**src/cpu_types_pkg.sv**
```systemverilog
// datapath widths, word, register index and instruction types
package cpu_types_pkg;

    // datapath width
    localparam int WORD_W = 32;

    // register index width
    localparam int REG_W = 5;

    // jump target field in the instruction
    localparam int IMM26_W = 26;

    // data or address word
    typedef logic [WORD_W-1:0] word_t;

    // register index
    typedef logic [REG_W-1:0] regbits_t;

    // raw instruction word, jump field sits in the low IMM26_W bits
    typedef logic [WORD_W-1:0] instr_t;

endpackage

```
**src/pipe_types_pkg.sv**
```systemverilog
// writeback source select encoding and register file depth
package pipe_types_pkg;

    // width of the writeback source select
    localparam int WBSEL_W = 2;

    // number of architectural registers
    localparam int NUM_REGS = 32;

    // source of the register write data
    // WB_LOAD is only valid after the memory stage
    typedef enum logic [WBSEL_W-1:0] {
        // alu result
        WB_ALU  = 2'd0,
        // next pc, for link instructions
        WB_NPC  = 2'd1,
        // data read from memory
        WB_LOAD = 2'd2,
        // extended immediate, e.g. lui
        WB_IMM  = 2'd3
    } wbsel_t;

endpackage

```
**src/register_file.sv**
```systemverilog
// register file: NUM_REGS words, register zero hardwired, two read ports
`timescale 1ns/1ps

module register_file (
    input  logic                    CLK,
    input  logic                    nRST,
    input  logic                    reg_wen,
    input  cpu_types_pkg::regbits_t reg_wsel,
    input  cpu_types_pkg::word_t    reg_wdat,
    input  cpu_types_pkg::regbits_t rsel1,
    input  cpu_types_pkg::regbits_t rsel2,
    output cpu_types_pkg::word_t    rdat1,
    output cpu_types_pkg::word_t    rdat2
);

    import cpu_types_pkg::*;
    import pipe_types_pkg::*;

    word_t regs [NUM_REGS];
    logic  wr_ok;

    // writes to r0 are dropped
    assign wr_ok = reg_wen && (reg_wsel != '0);

    always_ff @(posedge CLK or negedge nRST) begin
        if (!nRST) begin
            for (int i = 0; i < NUM_REGS; i++) begin
                regs[i] <= '0;
            end
        end else if (wr_ok) begin
            regs[reg_wsel] <= reg_wdat;
        end
    end

    // no write-through, a write shows up after the edge
    assign rdat1 = (rsel1 == '0) ? '0 : regs[rsel1];
    assign rdat2 = (rsel2 == '0) ? '0 : regs[rsel2];

endmodule

```
**config.mk**
```make
export PLATFORM = sky130hd
export DESIGN_NAME = register_file
export DESIGN_NICKNAME = d
export VERILOG_FILES = /design/src/cpu_types_pkg.sv /design/src/pipe_types_pkg.sv /design/src/register_file.sv
export SDC_FILE = /design/constraint.sdc
export NUM_CORES = 2
export LEC_CHECK = 0
export BUFFER_PORTS_ARGS = -buffer_cell sky130_fd_sc_hd__buf_2
export CORE_ASPECT_RATIO = 2
export CORE_MARGIN = 8
export CORE_UTILIZATION = 46
export DETAILED_ROUTE_END_ITERATION = 8
export HOLD_SLACK_MARGIN = 0.06
export PLACE_DENSITY = 0.61
export RECOVER_POWER = 100
export REMOVE_ABC_BUFFERS = 1
export SYNTH_ARGS = -nofsm -noshare
export SYNTH_HDL_FRONTEND = slang
export SYNTH_SLANG_ARGS = --single-unit
```
**constraint.sdc**
```tcl
create_clock -name CLK -period 1.5 [get_ports CLK]
set_input_delay 0 -clock CLK [delete_from_list [all_inputs] [get_ports CLK]]
set_output_delay 0 -clock CLK [all_outputs]
set_load 0.02 [all_outputs]
```
==> key figures <==
Floorplanning
  • Initial core utilization: 46.3%
  • Die width: 259 um
  • Die height: 502 um
  • Number of I/O pins: 114
  • Die ar.: 130000 sq um
  • Core area: 117000 sq um
  • # rows: 178

Worst setup path
  • Startpoint Class: register
  • Arr. time, crit path: 2.44 ns
  • R2R cell count: 2
  • Crit-path slowest cell: mux4_2
  • CP peak stage delay: 0.46 ns
  • Crit path max fanout: 2
  • CP required: 1.50 ns
  • Crit path kind: register to output port
  • Reg2Reg Capture Point: regs[637]
  • Crit-path cells: buf_6 > mux4_2 > mux2_4 > o21ai_4 > a311oi_2 > buf_4
  • Reg-to-Reg Start: regs[637]
  • CP endpoint kind: output port
  • Register-to-register setup slack: 0.57 ns

Status
  • Outcome: finished, violations left
  • Failing checks: negative setup slack

GRT
  • Initial antenna violation count: 4
  • First-pass GRT wire length: 277000 um
  • GR Overflow Total: 0
  • Number of global-route vias before repair: 40027
  • Largest net degree at the start of global routing: 98
  • Total track usage: 28.9%

STA
  • Unrepaired setup endpoints after global routing: true
  • Slew @ Worst Pin: 0.891 ns
  • Final Cycle Share: 162%
  • Worst Skew: 0 ns
  • Final worst setup slack: -0.937 ns
  • Final Max Tran Viols: 0
  • Setup Total Neg Slack: -238.28 ns
  • Crit path time final: 2.44 ns
  • Fin. Hold Viols: 0
  • Max Clk Rate: 0.410 GHz
  • # setup viols final: 1374
  • Slew Limit Headroom: 40.4%
  • Hold slack: 0.168 ns

Power
  • Sequential power share: 45.4%
  • Switching Share: 28.4%
  • Worst VDD drop: 1000 uV
  • Combinational share of power: 24.6%
  • Power Density: 1210 nW/um^2
  • Post-route total power: 81100 uW
  • Clock share of power: 30.0%
  • Psw: 23100 uW
  • Static Leak: 0.0289 uW
  • Int Pwr: 58100 uW

Clock tree
  • Max Buffers Root-to-Sink: 3
  • Clock Latency Late Sink: 0.70 ns
  • Clock slew at reported path FFs: 0.07 ns
  • CTS tree: yes
  • Clock Sink Count: 1024
  • H-Tree Level Count: 3
  • Root Buffer: clkbuf_16
  • TritonCTS Buffers: 93

Synthesis
  • Cell area after synthesis: 54400 sq um
  • Avg Cell Area, Syn: 15.0 sq um
  • Synth area leader: dfrtp_1
  • Main synth FF type: dfrtp_1
  • Commonest cells in the netlist: mux2_2, dfrtp_1, mux4_2, clkbuf_1, buf_2
  • Post-synth top area share: 47.1%
  • Synthesis warning total: 0
  • Synth Instances: 3621
  • Sequential cell area fraction in the yosys report: 47.1%
  • Yosys reg bits: 1024
  • Asr flop ratio synth: 100%
  • Area contributors post-synth: dfrtp_1, mux2_2, mux4_2, mux2i_1, buf_2
  • Post-synth EDFFs: 0
  • Most frequent cell after synthesis: mux2_2
  • Library cells used by synthesis: 35

Cells and area
  • Largest regs: regs: 1024 flops
  • Flip-flop count of the largest register after layout: 1024
  • Share of cells above drive strength 1: 64.1%
  • Sequential Area: 25600 sq um
  • # fillers: 9280
  • Final Util: 56.9%
  • Area of the multi-input gates: 28800 sq um
  • Top reg by flops: regs
  • Final nets: 4089
  • Layout Cells excl Fill: 5648
  • Layout area overhead: 22.8%

Routing
  • Met3 wirelength from detailed routing: 9340 um
  • Vias per cell: 6.51
  • Post-route ant nets: 0
  • DR vias: 36745
  • Drt first pass iters: 5
  • Wire per inst: 33.3 um
  • DR iter-0 viols: 2445
  • Max Used Layer: met4
  • Post-Route WL: 188000 um
  • DRC errors left: 0
  • WL met2: 97900 um
  • Metal1 wirelength: 67500 um

Job
  • MaxCap Viol Count: 0

Placement
  • Routability cong.: 0.863
  • Post-DP HPWL: 128000 um
  • Placed instance count: 5444
  • Port bufs: 113

Worst hold path
  • Worst hold start: reg_wsel[2]
  • HP Class: input port to register
  • Hold EP: regs[735]
  • WHS Path Cells: 4
==> per-stage QoR <==
step	cell area [sq um]	setup slack (ns)
floorplan	52400	-1.44
global placement	61800	-0.917
finish	66800	-0.937
CTS	66700	-0.954
global route	66800	-0.968
detailed placement	61800	-0.942
==> power groups by stage <==
stage	clock [uW]	sequential [uW]	combinational (uW)
2_1_floorplan	0	35700	11500
3_3_place_gp	0	36900	17800
3_5_place_dp	0	37200	18200
4_1_cts	24700	36700	19500
5_1_grt	25800	37400	21100
6_report	24300	36900	19900
==> repair_timing <==
action,CTS,global route
buffers inserted,17,10
hold buffers,36,1
pin swaps,92,47
hold endpoints to repair,2016,125
setup endpoints to repair,64,696
resized for setup,402,127
==> cell usage in the layout, fill, tap and decap left out, types with 46 or more instances in the layout <==
| master | count |
|---|---|
| buf_4 | 449 |
| mux2i_1 | 127 |
| a22oi_1 | 48 |
| mux2_4 | 46 |
| mux2_2 | 1000 |
| nor2b_1 | 55 |
| mux4_2 | 448 |
| clkbuf_16 | 96 |
| buf_6 | 50 |
| buf_12 | 120 |
| buf_2 | 48 |
| o21ai_2 | 55 |
| dfrtp_1 | 1024 |
| a211oi_2 | 48 |
==> worst max-delay path by stage <==
stage | startpoint | endpoint | cells after the start
after floorplan | reg_wen | regs[192] | 3
after global placement | rsel2[1] | rdat2[24] | 10
after detailed placement | rsel2[1] | rdat2[24] | 10
after CTS | regs[780] | rdat1[12] | 6
after global routing | regs[597] | rdat2[21] | 6
final | regs[780] | rdat1[12] | 6
==> logic make-up (layout without fill, tap and decap cells) <==
logic type      after synthesis  count (layout)  synth area share [%]
compound gates              366             366                  4.84
buf+inv                     434             927                  3.63
flops                      1024            1024                  47.1
mux                        1632            1632                  42.8
other cells                   0               4                     0
simple gates                165             165                  1.61
==> metal layers <==
layer | vias up | track usage [%]
met5 | - | 0
met4 | 0 | 17.0
met3 | 564 | 4.36
met2 | 1337 | 51.2
met1 | 19967 | 32.9
li1 | 14877 | -
==> critical path: cells and delay by family (launching register included) <==
| family | cells | cell delay (ns) |
|---|---|---|
| multiplexers | 2 | 0.76 |
| buffers and inverters | 2 | 0.34 |
| AO/OA/AOI/OAI | 2 | 0.25 |
| flip-flops | 1 | 0.39 |
==> area by class of cell <==
| cell class | instances | area share (%) |
|---|---|---|
| antenna | 4 | 0.0150 |
| timing repair buffer | 755 | 11.0 |
| clock inverter | 32 | 0.371 |
| sequential | 1024 | 38.4 |
| multi-input combinational | 2163 | 43.2 |
| tap | 1530 | 2.87 |
| clock buffer | 138 | 4.16 |
| inverter | 2 | 0.0169 |
Power figures use the tool's default switching activity.
