**src/cpu_types_pkg.sv**
```systemverilog
// datapath widths, word, register index and instruction types
package cpu_types_pkg;

    // datapath width
    localparam int WORD_W = 32;

    // register index width
    localparam int REG_W = 5;

    // jump target field in the instruction
    localparam int IMM26_W = 26;

    // data or address word
    typedef logic [WORD_W-1:0] word_t;

    // register index
    typedef logic [REG_W-1:0] regbits_t;

    // raw instruction word, jump field sits in the low IMM26_W bits
    typedef logic [WORD_W-1:0] instr_t;

endpackage

```
**src/pipe_types_pkg.sv**
```systemverilog
// writeback source select encoding and register file depth
package pipe_types_pkg;

    // width of the writeback source select
    localparam int WBSEL_W = 2;

    // number of architectural registers
    localparam int NUM_REGS = 32;

    // source of the register write data
    // WB_LOAD is only valid after the memory stage
    typedef enum logic [WBSEL_W-1:0] {
        // alu result
        WB_ALU  = 2'd0,
        // next pc, for link instructions
        WB_NPC  = 2'd1,
        // data read from memory
        WB_LOAD = 2'd2,
        // extended immediate, e.g. lui
        WB_IMM  = 2'd3
    } wbsel_t;

endpackage

```
**src/memory_stage.sv**
```systemverilog
// memory stage: data request, branch and jump targets, forwarding data, mem/wb latch
`timescale 1ns/1ps

module memory_stage (
    input  logic                     CLK,
    input  logic                     nRST,
    // pipeline strobes
    input  logic                     ihit,
    input  logic                     dhit,
    input  logic                     flush,
    input  logic                     freeze,
    // execute/memory latch fields
    input  cpu_types_pkg::regbits_t  ex_rw,
    input  logic                     ex_reg_wen,
    input  pipe_types_pkg::wbsel_t   ex_wbsel,
    input  logic                     ex_halt,
    input  cpu_types_pkg::word_t     ex_npc,
    input  cpu_types_pkg::word_t     ex_port_a,
    input  cpu_types_pkg::word_t     ex_port_b,
    input  cpu_types_pkg::word_t     ex_port_o,
    input  cpu_types_pkg::word_t     ex_imm_ext,
    input  cpu_types_pkg::instr_t    ex_instr,
    input  logic                     ex_dren,
    input  logic                     ex_dwen,
    // data memory
    input  cpu_types_pkg::word_t     dmem_load,
    output logic                     dmem_ren,
    output logic                     dmem_wen,
    output cpu_types_pkg::word_t     dmem_addr,
    output cpu_types_pkg::word_t     dmem_store,
    // toward fetch and the forwarding unit
    output cpu_types_pkg::word_t     branch_addr,
    output cpu_types_pkg::word_t     jump_addr,
    output cpu_types_pkg::word_t     port_a,
    output cpu_types_pkg::word_t     fwd_data,
    // memory/writeback latch
    output cpu_types_pkg::regbits_t  mem_rw,
    output logic                     mem_reg_wen,
    output pipe_types_pkg::wbsel_t   mem_wbsel,
    output logic                     mem_halt,
    output cpu_types_pkg::word_t     mem_npc,
    output cpu_types_pkg::word_t     mem_port_o,
    output cpu_types_pkg::word_t     mem_load,
    output cpu_types_pkg::word_t     mem_imm_ext
);

    import cpu_types_pkg::*;
    import pipe_types_pkg::*;

    // rw, reg_wen, wbsel, halt, then four words
    localparam int LATCH_W = REG_W + 1 + WBSEL_W + 1 + 4 * WORD_W;

    logic [LATCH_W-1:0] latch_d;
    logic [LATCH_W-1:0] latch_q;

    // data memory request, address from the alu and store data from rt
    assign dmem_ren   = ex_dren;
    assign dmem_wen   = ex_dwen;
    assign dmem_addr  = ex_port_o;
    assign dmem_store = ex_port_b;

    // pc relative branch, word offset
    assign branch_addr = ex_npc + {ex_imm_ext[WORD_W-3:0], 2'b00};

    // pseudo-direct jump within the current 256 MB region
    assign jump_addr = {ex_npc[WORD_W-1:WORD_W-4], ex_instr[IMM26_W-1:0], 2'b00};

    assign port_a = ex_port_a;

    // value this instruction will write back, as far as it is known here
    always_comb begin
        unique case (ex_wbsel)
            WB_ALU:  fwd_data = ex_port_o;
            WB_NPC:  fwd_data = ex_npc;
            // load data not back yet
            WB_LOAD: fwd_data = '0;
            WB_IMM:  fwd_data = ex_imm_ext;
            default: fwd_data = '0;
        endcase
    end

    assign latch_d = {ex_rw, ex_reg_wen, ex_wbsel, ex_halt,
                      ex_npc, ex_port_o, dmem_load, ex_imm_ext};

    // flush beats freeze, freeze beats a hit
    always_ff @(posedge CLK or negedge nRST) begin
        if (!nRST) begin
            latch_q <= '0;
        end else if (flush) begin
            latch_q <= '0;
        end else if (freeze) begin
            latch_q <= latch_q;
        end else if (ihit | dhit) begin
            latch_q <= latch_d;
        end
    end

    assign {mem_rw, mem_reg_wen, mem_wbsel, mem_halt,
            mem_npc, mem_port_o, mem_load, mem_imm_ext} = latch_q;

endmodule

```
**config.mk**
```make
export PLATFORM = sky130hd
export DESIGN_NAME = memory_stage
export DESIGN_NICKNAME = d
export VERILOG_FILES = /design/src/cpu_types_pkg.sv /design/src/pipe_types_pkg.sv /design/src/memory_stage.sv
export SDC_FILE = /design/constraint.sdc
export NUM_CORES = 1
export LEC_CHECK = 0
export BUFFER_PORTS_ARGS = -buffer_cell sky130_fd_sc_hd__buf_2
export CORE_AREA = 2 2 225 227
export CTS_BUF_LIST = sky130_fd_sc_hd__clkbuf_4 sky130_fd_sc_hd__clkbuf_8 sky130_fd_sc_hd__clkbuf_16
export DETAILED_ROUTE_END_ITERATION = 10
export DIE_AREA = 0 0 227 229
export GPL_ROUTABILITY_DRIVEN = 0
export PLACE_DENSITY = 0.43
export REMOVE_ABC_BUFFERS = 1
export SLEW_MARGIN = 20
export SYNTH_ARGS = -nofsm -noshare
export SYNTH_HDL_FRONTEND = slang
export SYNTH_SLANG_ARGS = --single-unit
```
**constraint.sdc**
```tcl
create_clock -name CLK -period 3.5 [get_ports CLK]
set_input_delay 0.525 -clock CLK [delete_from_list [all_inputs] [get_ports CLK]]
set_output_delay 0.525 -clock CLK [all_outputs]
set_load 0.01 [all_outputs]
```
==> impl_metrics.ini <==
[layout]
layout-drive-gt1-share = 0.444
largest-register = latch_q
final_util = 0.214
area_growth_pct = 32.6
layout_common_cells = buf_2 (376), a22o_1 (137), dfrtp_1 (137)
num_antenna_cells = 0
nets = 1314
final_common_cell = buf_2
largest_reg_flops = 137
reg_top3 = latch_q (137)

[synthesis]
ys_seq_area_frac = 0.428
synth-edff-count = 0
netlist_area_sq_um = 8000
syn_avg_cell_area_sq_um = 10.3
syn_inst = 778
yosys.area.top_type_share = 0.428
synth_seq_cells = 137
synth_ff_type = dfrtp_1
ys_top_cells_by_area = dfrtp_1 (43%), a22o_1 (15%), buf_4 (12%)
yosysWarnings = 0
async_flop_share = 1.00
ys_types = 47
synth_top_cell_by_area = dfrtp_1

[worst_setup_path]
startpoint_type = input pin
critPathSlowestCell = or3_1
endpoint_kind = output pin
cpMostUsedCell = buf_4
worst-r2r-setup-slack_ps = 2730
r2r_start = latch_q[75]
crit_fanout = 3
path_class = input pin to output pin
slowest_delay_ps = 320
timing.rr.end = latch_q[75]
worstRegToRegCells = 1
path_buf_inv = 5
critPathTopFamily = compound AO/OA/AOI/OAI gates
cp.arrival_ps = 2870
crit_required_ps = 2970
crit_chain = clkbuf_4, ha_4, buf_4, o21a_1, a21oi_1, buf_4, a22oi_2, a31oi_1, buf_4, o211a_1, or3_1, xnor2_1, buf_2

[sta]
relSlewSlack = 0.540
min_period_over_period = 0.971
drv_slew = 0
fmax_ghz = 0.294
whs_ps = 30.8
min_period_ps = 3400
final_hold_viol_count = 0
worst_slew_pin_slew_ps = 690
setup_viol = 0
fin_setup_tns_ps = 0
skew_ps = 0
fin_ws_ps = 102

[clock_network]
clk_pin_slew_worst_paths_ps = 60
root_buffer = clkbuf_16
clock_path_buffers = 2
tritoncts = yes
clk_latency_ps = 480
numCtsBuffers = 17
htreeDepth = 4
hold_buffers = 0
cts_num_sinks = 137

[drt]
antenna_left = 0
drt_iter0_markers = 472
wl_per_cell_microns = 26.5
drt_wl_total_microns = 45700
via_per_inst = 4.28
dr.pass1.iters = 4
dr_total_vias = 7383
drc_errors = 0

[placed_design]
pre_cts_ws_ps = -176
port_buffers = 379
dp_hpwl_microns = 36800

[die]
die_w_microns = 227
coreArea_sq_um = 49700
io_pins = 572
die-area_sq_um = 52000
num_rows = 82
start_util = 0.161
die_h_microns = 229

[grt]
antenna_found_initial = 1
grt_remaining_overflow = 0
grt_pass1_wl_microns = 61600
first_global_vias = 7197
grt_max_degree = 80
grt_util_all_layers = 0.175

[power]
p_leak_nw = 5.63
power_switching_mw = 1.53
p_total_mw = 4.72
p_sw_frac = 0.323
p_clk_frac = 0.378
p_comb_frac = 0.257
p_per_area_nw_per_um2 = 445
peakVddDrop_mv = 0.391
seqPwrFrac = 0.365
internal_power_mw = 3.20

[hold_path]
hp-class = input pin to async pin

[outcome]
status = finished, final reports clean

[job]
maxCapViolations = 0
## power groups by stage
stage / Clock (mW) / Sequential [mW] / Combinational, mW
floorplan: 0 / 1.79 / 0.503
global placement: 0 / 1.75 / 1.23
detailed placement: 0 / 1.75 / 1.22
CTS: 1.86 / 1.72 / 1.23
global route: 1.91 / 1.74 / 1.33
finish: 1.79 / 1.73 / 1.21
## timing repair
| item | CTS | global route |
|---|---|---|
| setup buffers | 0 | 1 |
| pin swaps | 0 | 7 |
| setup endpoints to repair | 5 | 7 |
| resized for setup | 2 | 7 |
## worst max path at each step
stage,depth (start not counted),start,slack [ps],endpoint
4_1_cts,13,ex_npc[4],10,branch_addr[29]
3_3_place_gp,14,ex_npc[2],-160,branch_addr[28]
6_report,13,ex_npc[4],100,branch_addr[29]
5_1_grt,13,ex_npc[4],-0.3,branch_addr[29]
2_1_floorplan,2,flush,-4690,latch_q[0]
3_5_place_dp,14,ex_npc[2],-180,branch_addr[28]
## area by class of cell
cell class                 count  area, sq um
sequential                   137         3430
timing repair buffer         425         2330
fill                        5547        39000
inverter                      15         56.3
clock inverter                 8         73.8
tap                          672          841
multi-input combinational    447         3410
clock buffer                  23          477
## metal layers
metal | GRT usage | wire [microns]
met1 | 0.204 | 18400
met2 | 0.216 | 17000
met4 | 0.0378 | 473
met5 | 0.103 | 695
met3 | 0.167 | 9120
## synthesized netlist by cell type (3+ instances only)
cell	instances
nor2_1	12
buf_4	132
o21ai_1	6
dfrtp_1	137
clkbuf_1	44
a31oi_1	7
o21a_1	3
xor2_1	8
ha_1	29
xnor2_1	20
mux2i_1	32
nand3_1	7
nand2_1	48
a211o_1	4
a22o_1	137
buf_1	4
nor2b_1	5
inv_1	15
a21o_1	14
a21oi_1	28
nor3_1	6
o21ai_0	39
and3_1	6
nand4_1	3
## per-stage QoR
step | instances | instance area (sq um)
finish | 1727 | 10600
detailed placement | 1695 | 10000
floorplan | 599 | 6840
CTS | 1726 | 10600
global route | 1727 | 10600
global placement | 1695 | 10000
## logic make-up (layout without fill, tap and decap cells)
family                   after synthesis  count (layout)  synth area share
AND/OR/NAND/NOR                       96              96            0.0550
adder cells (fa/ha/maj)               30              30            0.0478
AO/OA/AOI/OAI                        259             259             0.244
flip-flops                           137             137             0.428
buffers and inverters                195             471             0.153
multiplexers                          32              32            0.0400
XOR/XNOR                              28              28            0.0306
other                                  1               2          0.000469
Note: power is estimated with default switching activity, not from simulation.
