[src/cpu_types_pkg.sv]
// datapath widths, word, register index and instruction types
package cpu_types_pkg;

    // datapath width
    localparam int WORD_W = 32;

    // register index width
    localparam int REG_W = 5;

    // jump target field in the instruction
    localparam int IMM26_W = 26;

    // data or address word
    typedef logic [WORD_W-1:0] word_t;

    // register index
    typedef logic [REG_W-1:0] regbits_t;

    // raw instruction word, jump field sits in the low IMM26_W bits
    typedef logic [WORD_W-1:0] instr_t;

endpackage

[src/pipe_types_pkg.sv]
// writeback source select encoding and register file depth
package pipe_types_pkg;

    // width of the writeback source select
    localparam int WBSEL_W = 2;

    // number of architectural registers
    localparam int NUM_REGS = 32;

    // source of the register write data
    // WB_LOAD is only valid after the memory stage
    typedef enum logic [WBSEL_W-1:0] {
        // alu result
        WB_ALU  = 2'd0,
        // next pc, for link instructions
        WB_NPC  = 2'd1,
        // data read from memory
        WB_LOAD = 2'd2,
        // extended immediate, e.g. lui
        WB_IMM  = 2'd3
    } wbsel_t;

endpackage

[src/writeback_stage.sv]
// writeback stage: register write data select and write enable
`timescale 1ns/1ps

module writeback_stage (
    input  cpu_types_pkg::regbits_t mem_rw,
    input  logic                    mem_reg_wen,
    input  pipe_types_pkg::wbsel_t  mem_wbsel,
    input  cpu_types_pkg::word_t    mem_npc,
    input  cpu_types_pkg::word_t    mem_port_o,
    input  cpu_types_pkg::word_t    mem_load,
    input  cpu_types_pkg::word_t    mem_imm_ext,
    output logic                    reg_wen,
    output cpu_types_pkg::regbits_t reg_wsel,
    output cpu_types_pkg::word_t    reg_wdat
);

    import cpu_types_pkg::*;
    import pipe_types_pkg::*;

    regbits_t dest;

    assign dest     = mem_rw;
    assign reg_wsel = dest;
    assign reg_wen  = mem_reg_wen;

    // load data is available at this point
    always_comb begin
        unique case (mem_wbsel)
            WB_ALU:  reg_wdat = mem_port_o;
            WB_NPC:  reg_wdat = mem_npc;
            WB_LOAD: reg_wdat = mem_load;
            WB_IMM:  reg_wdat = mem_imm_ext;
            default: reg_wdat = mem_port_o;
        endcase
    end

endmodule

[config.mk]
export PLATFORM = sky130hd
export DESIGN_NAME = writeback_stage
export DESIGN_NICKNAME = d
export VERILOG_FILES = /design/src/cpu_types_pkg.sv /design/src/pipe_types_pkg.sv /design/src/writeback_stage.sv
export SDC_FILE = /design/constraint.sdc
export NUM_CORES = 1
export LEC_CHECK = 0
export BUFFER_PORTS_ARGS = -buffer_cell sky130_fd_sc_hd__buf_2
export CORE_AREA = 2 2 68 70
export DETAILED_ROUTE_END_ITERATION = 10
export DIE_AREA = 0 0 70 72
export PLACE_DENSITY = 0.74
export SLEW_MARGIN = 20
export SYNTH_ARGS = -nofsm -noshare
export SYNTH_HDL_FRONTEND = slang
export SYNTH_SLANG_ARGS = --single-unit
[constraint.sdc]
create_clock -name vclk -period 1
set_input_delay 0.05 -clock vclk [all_inputs]
set_output_delay 0.05 -clock vclk [all_outputs]
set_load 0.01 [all_outputs]
==> impl_metrics.env, run 1 <==
export IMPL_status="finished with violations"
export IMPL_violations="setup timing"
export IMPL_p_leak_nw=0.978
export IMPL_worst_pin_slew_ns=0.135
export IMPL_n_antenna_cell=0
export IMPL_place_area_um2=1680
export IMPL_hold_depth=0
export IMPL_port_buffers=162
export IMPL_hold_class="primary input to primary output"
export IMPL_wire_per_inst_um=16.7
export IMPL_start_util_pct=20.2
export IMPL_grt_pass1_vias=1343
export IMPL_required_ns=0.95
export IMPL_cts_setup_buffers=0
export IMPL_seq_area_um2=0
export IMPL_die_w_um=70
export IMPL_clkbuf_count=0
export IMPL_synthToLayoutAreaGrowth_pct=122
export IMPL_whs_ns=0.100
export IMPL_drt_total_wl_um=4240
export IMPL_drtAntennaViolNets=0
export IMPL_final_cells=254
export IMPL_synth_distinct_cells=6
export IMPL_via_per_inst=4.81
export IMPL_cp_max_fo=8
export IMPL_vdd_drop_max_uv=174
export IMPL_endpoint_kind="primary output"
export IMPL_final_cell_area_um2=1910
export IMPL_route_detailed_drc=0
export IMPL_grt_max_degree=21
export IMPL_power_uw=936
export IMPL_nets=340
export IMPL_powerDensity_nw_per_um2=491
export IMPL_antenna_found_initial=0
export IMPL_rsz0062_at_grt="true"
export IMPL_relSlewSlack_pct=91.0
export IMPL_design_seq_count=0
export IMPL_syn_num_nets=181
export IMPL_pre_cts_ws_ns=-0.192
export IMPL_postCtsHoldBufs=0
export IMPL_drtIter0Drc=23
export IMPL_place_gp_congestion=0.770
export IMPL_synth_avg_cell_area_um2=19.1
export IMPL_netlist_instances=45
export IMPL_synth_warnings=0
export IMPL_cap_viol_max_count=0
export IMPL_crit_arrival_ns=0.99
export IMPL_die_area_um2=5040
export IMPL_fmax_mhz=966
export IMPL_track_usage_pct=15.5
export IMPL_finalHoldViolations=0
export IMPL_grt_pass1_wl_um=6330
export IMPL_globalRoute_totalOverflow=0
export IMPL_synth_area_um2=860
export IMPL_rows=24
export IMPL_finalSetupViolations=27
export IMPL_yosysSeqAreaShare_pct=0
export IMPL_fp_dieH_um=72
export IMPL_postLayoutSetupSlackWorst_ns=-0.0351
export IMPL_core_um2=4260
export IMPL_drive_above_1_share_pct=99.0
export IMPL_vias=1221
export IMPL_dr_pass1_iters=4
export IMPL_path_class="primary input to primary output"
export IMPL_period_share_pct=104
export IMPL_startpoint_type="primary input"
export IMPL_slew_violations=0
export IMPL_numPlacedInstances=250
export IMPL_min_period_ns=1.04
export IMPL_ios=174
-- cells by family after synthesis --
| kind of cell | synth area share, % |
|---|---|
| muxes | 84.7 |
| buffers and inverters | 15.3 |
-- cell usage in the layout (no fill, tap or decap) --
| master | count |
|---|---|
| mux4_2 | 30 |
| buf_16 | 4 |
| buf_2 | 146 |
| clkbuf_16 | 1 |
| buf_12 | 4 |
| mux4_1 | 2 |
| buf_6 | 15 |
-- cell type report --
class,count,area [um2]
fill,411,2360
timing repair buffer,170,1110
tap,52,65.1
multi-input combinational,32,728
-- through the flow --
step | util [%] | TNS [ns]
detailed placement | 39.5 | -4.47
global route | 44.7 | -1.25
global placement | 39.5 | -3.99
CTS | 43.0 | -0.678
floorplan | - | 0
finish | 44.7 | -0.453
-- per-layer routing --
metal	GRT usage (%)	wire, um	vias up	share of wire [%]
met1	14.6	1160	560	27
met5	0	0	-	0
met4	2.35	90	0	2.1
met3	3.47	517	10	12
met2	33.9	2480	114	58
li1	-	-	537	-
-- worst max-delay path: stages --
cell and delay, ns:
buf_16 0.14, buf_12 0.13, mux4_2 0.52, buf_6 0.14
-- timing repair --
item / in CTS / in global routing
setup endpoints to repair: 32 / 30
resized for setup: 16 / 8
hold endpoints to repair: 0 / 0
cloned: 3 / 1
pin swaps: 0 / 0
-- cell usage after synthesis --
master | n | area (um2)
buf_6 | 1 | 11.3
buf_4 | 6 | 45.0
mux4_2 | 30 | 676
mux4_1 | 2 | 52.6
buf_2 | 3 | 15.0
buf_12 | 3 | 60.1
-- final timing paths --
path,from,endpoint
worst min-delay path,mem_reg_wen,reg_wen
worst max-delay path,mem_wbsel[0],reg_wdat[23]
-- report_power, final --
part,switching (mW),internal (mW),leakage (nW),total [mW]
Clock,0,0,0,0
Sequential,0,0,0,0
Combinational,0.321,0.615,0.978,0.936
Total,0.321,0.615,0.978,0.936
Power figures use the tool's default switching activity.
==> run 2: changes to the inputs <==
CORE_AREA = 2 2 66 68   (was 2 2 68 70)
DIE_AREA = 0 0 68 70   (was 0 0 70 72)
PLACE_DENSITY = 0.8   (was 0.74)
clock period = 0.89 ns   (was 1 ns; I/O delays follow)
==> run 2 against run 1 <==
  * The flow still finishes with violations (setup timing)
  * Cell count shrank 0.39%
  * Clock-buffer cell count unchanged
  * Critical path depth unchanged
  * Non-clock buffer count down 1
  * Worst hold slack worse by 0.011 ns
  * Critical path type unchanged
  * Critical endpoint is now reg_wdat[3]
  * Largest cell class unchanged
  * Largest power group unchanged
==> impl_metrics.env, run 2 (same netlist as run 1, synthesis figures left out) <==
export IMPL_status="finished with violations"
export IMPL_violations="setup timing"
export IMPL_die_area_um2=4760
export IMPL_core_um2=4140
export IMPL_finalCoreUtilization_pct=46.9
export IMPL_postLayoutSetupSlackWorst_ns=-0.131
export IMPL_place_area_um2=1680
export IMPL_swShare_pct=33.3
export IMPL_cp_max_fo=7
export IMPL_fp_dieH_um=70
export IMPL_grt_pass1_wl_um=5550
export IMPL_start_util_pct=20.7
export IMPL_final_cell_area_um2=1940
export IMPL_hold_class="primary input to primary output"
export IMPL_grt_pass1_vias=1205
export IMPL_drtAntennaViolNets=0
export IMPL_relSlewSlack_pct=92.4
export IMPL_grt_max_degree=20
export IMPL_path_class="primary input to primary output"
export IMPL_drt_total_wl_um=3950
export IMPL_antenna_found_initial=0
export IMPL_seq_area_um2=0
export IMPL_combPwrFrac_pct=100.0
export IMPL_globalRoute_totalOverflow=0
export IMPL_crit_chain="buf_16 -> buf_12 -> mux4_2 -> buf_6"
export IMPL_nets=339
export IMPL_route_detailed_drc=0
export IMPL_clkbuf_count=0
export IMPL_finalSetupViolations=32
export IMPL_fmax_mhz=980
export IMPL_hold_depth=0
export IMPL_layout_cells_most_common="buf_2"
export IMPL_endpoint_kind="primary output"
export IMPL_rsz0062_at_grt="true"
export IMPL_drive_above_1_share_pct=99.5
export IMPL_min_period_ns=1.02
export IMPL_place_gp_congestion=0.792
export IMPL_postCtsHoldBufs=0
export IMPL_required_ns=0.85
export IMPL_fin_setup_tns_ns=-3.44
export IMPL_pwr_share_seq_pct=0
export IMPL_cp_slowest_stage_delay_ns=0.52
export IMPL_dr_pass1_iters=4
export IMPL_vdd_drop_max_uv=221
export IMPL_pre_cts_ws_ns=-0.253
export IMPL_critPathSlowestCell="mux4_2"
export IMPL_ios=174
export IMPL_power_mw=1.10
export IMPL_finalHoldViolations=0
export IMPL_switchingPower_uw=367
export IMPL_via_per_inst=4.70
export IMPL_startpoint_type="primary input"
export IMPL_port_buffers=162
export IMPL_final_cell_mix="buf_2 (136), mux4_2 (31), buf_6 (25)"
export IMPL_period_share_pct=115
export IMPL_clkPwrFrac_pct=0
export IMPL_whs_ns=0.0890
export IMPL_final_cells=253
export IMPL_n_antenna_cell=0
export IMPL_crit_arrival_ns=0.98
export IMPL_design_seq_count=0
export IMPL_slew_violations=0
export IMPL_p_leak_nw=0.983
export IMPL_numPlacedInstances=250
export IMPL_worst_pin_slew_ns=0.114
export IMPL_die_w_um=68
export IMPL_vias=1188
export IMPL_drtIter0Drc=41
export IMPL_wire_per_inst_um=15.6
export IMPL_powerDensity_nw_per_um2=568
export IMPL_track_usage_pct=15.0
export IMPL_rows=24
export IMPL_synthToLayoutAreaGrowth_pct=126
export IMPL_p_int_uw=735
export IMPL_cap_viol_max_count=0
[run 2: cell type report]
class	count	area, um2
fillers	377	2200
repair buffers	169	1150
multi-input cells	32	724
well taps	52	65.1
[run 2: path summary, 6_finish.rpt]
check               startpoint           to  slack [ns]
hold / removal     mem_reg_wen      reg_wen        0.09
setup / recovery  mem_wbsel[0]  reg_wdat[3]       -0.13
[run 2: power groups by stage]
stage	logic (mW)	registers (mW)	clock network (mW)
3_3_place_gp	0.864	0	0
3_5_place_dp	0.884	0	0
4_1_cts	0.983	0	0
2_1_floorplan	0.467	0	0
5_1_grt	1.18	0	0
6_report	1.10	0	0
[run 2: worst max-delay path: cells and delay by family]
family                 cells  cell delay, ns
multiplexers               1            0.52
buffers and inverters      3            0.41
[run 2: layer usage]
layer  GRT usage, %  vias to the layer above  share of wire, %  wire length (um)
met4              0                        0                 0                 0
met5              0                        -                 0                 0
met2           28.4                       88                55              2170
met1           19.3                      567                34              1360
li1               -                      533                 -                 -
met3          0.966                        0                11               426
[run 2: what timing repair did]
action / 4_1_cts / 5_1_grt
setup endpoints to repair: 32 / 32
gates resized for setup: 14 / 21
pin swaps: 0 / 0
cloned: 3 / 0
buffers inserted: 0 / 0
==> run 3: changes to the inputs <==
MAX_ROUTING_LAYER = met4   (was not set)
==> run 3 against run 2 <==
  * The run still ends with setup timing left
  * Critical path depth unchanged
  * Utilization unchanged
  * Setup slack worse by 0.0015 ns
  * Worst hold slack unchanged
  * Cell area unchanged
  * Maximum frequency down 0.15%
  * Total power about the same
==> impl_metrics.env, run 3 (same netlist as run 1, synthesis figures left out) <==
export IMPL_status="finished with violations"
export IMPL_violations="setup timing"
export IMPL_cp_max_fo=7
export IMPL_hold_class="primary input to primary output"
export IMPL_cp_buffers_inverters=3
export IMPL_rsz0062_at_grt="true"
export IMPL_hold_end="reg_wen"
export IMPL_required_ns=0.85
export IMPL_via_per_inst=4.72
export IMPL_fillers=377
export IMPL_critPathSlowestCell="mux4_2"
export IMPL_finalSetupViolations=32
export IMPL_finalHoldViolations=0
export IMPL_grt_met1_usage_pct=19.6
export IMPL_design_seq_count=0
export IMPL_antenna_found_initial=0
export IMPL_final_cell_mix="buf_2 (136), mux4_2 (31), buf_6 (25)"
export IMPL_vias=1194
export IMPL_layout_cells_most_common="buf_2"
export IMPL_fp_dieH_um=70
export IMPL_n_antenna_cell=0
export IMPL_finalCoreUtilization_pct=46.9
export IMPL_top_usage_layer="met2"
export IMPL_port_buffers=162
export IMPL_ios=174
export IMPL_grt_max_degree=20
export IMPL_worst_pin_slew_ns=0.115
export IMPL_rows=24
export IMPL_use_met3_pct=0.483
export IMPL_drtAntennaViolNets=0
export IMPL_seq_area_um2=0
export IMPL_dr_pass1_iters=4
export IMPL_powerDensity_nw_per_um2=568
export IMPL_cap_viol_max_count=0
export IMPL_grt_pass1_wl_um=5550
export IMPL_use_met2_pct=28.4
export IMPL_wire_per_inst_um=15.6
export IMPL_cts_setup_buffers=0
export IMPL_p_leak_nw=0.983
export IMPL_startpoint_type="primary input"
export IMPL_die_area_um2=4760
export IMPL_postLayoutSetupSlackWorst_ns=-0.132
export IMPL_synthToLayoutAreaGrowth_pct=126
export IMPL_period_share_pct=115
export IMPL_hold_depth=0
export IMPL_power_mw=1.10
export IMPL_drt_total_wl_um=3950
export IMPL_hp_start="mem_reg_wen"
export IMPL_vdd_drop_max_uv=220
export IMPL_start_util_pct=20.7
export IMPL_fin_setup_tns_ns=-3.44
export IMPL_min_period_ns=1.02
export IMPL_path_class="primary input to primary output"
export IMPL_numPlacedInstances=250
export IMPL_slew_violations=0
export IMPL_crit_arrival_ns=0.98
export IMPL_drtIter0Drc=36
export IMPL_place_gp_congestion=0.803
export IMPL_cp_slowest_stage_delay_ns=0.52
export IMPL_drive_above_1_share_pct=99.5
export IMPL_crit_chain="buf_16 -> buf_12 -> mux4_2 -> buf_6"
export IMPL_globalRoute_totalOverflow=0
export IMPL_final_cells=253
export IMPL_grt_pass1_vias=1205
export IMPL_fmax_mhz=978
export IMPL_relSlewSlack_pct=92.3
export IMPL_cp_top_family="multiplexers"
export IMPL_endpoint_kind="primary output"
export IMPL_nets=339
export IMPL_track_usage_pct=15.4
export IMPL_core_um2=4140
export IMPL_route_detailed_drc=0
export IMPL_die_w_um=68
export IMPL_clkbuf_count=0
==> run 3: per-stage QoR <==
stage	worst slack, ns	area, um2	hold slack (ns)
2_1_floorplan	0.0122	860	0.181
3_3_place_gp	-0.239	1680	0.0891
3_5_place_dp	-0.253	1680	0.0891
4_1_cts	-0.142	1820	0.0891
5_1_grt	-0.170	1940	0.0890
6_report	-0.132	1940	0.0890
==> run 3: layout make-up <==
cell class	instances	area (um2)	area share (%)
Tap cell	52	65.1	3.35
Multi-Input combinational cell	32	724	37.3
Timing Repair Buffer	169	1150	59.3
==> run 3: worst max path at each step <==
stage | to | slack (ns) | from | depth (start not counted)
final | reg_wdat[3] | -0.13 | mem_wbsel[0] | 4
after global routing | reg_wdat[30] | -0.17 | mem_wbsel[0] | 4
after CTS | reg_wdat[8] | -0.14 | mem_wbsel[0] | 4
after detailed placement | reg_wdat[8] | -0.25 | mem_wbsel[0] | 4
after global placement | reg_wdat[8] | -0.24 | mem_wbsel[0] | 4
after floorplan | reg_wdat[0] | 0.01 | mem_wbsel[0] | 3
==> run 3: per-layer routing <==
layer,wire length (um),vias to the layer above
li1,-,533
met1,1360,573
met2,2170,88
met3,418,0
met4,0,0
met5,0,-
==> run 3: what timing repair did <==
item / 4_1_cts / 5_1_grt
hold buffers: 0 / 0
gates cloned: 3 / 0
endpoints found under the setup margin: 32 / 32
resized for setup: 14 / 21
==> run 3: power breakdown <==
group          internal, mW  total, mW  switching [mW]  leakage [nW]
Sequential                0          0               0             0
Combinational         0.735       1.10           0.367         0.983
Clock                     0          0               0             0
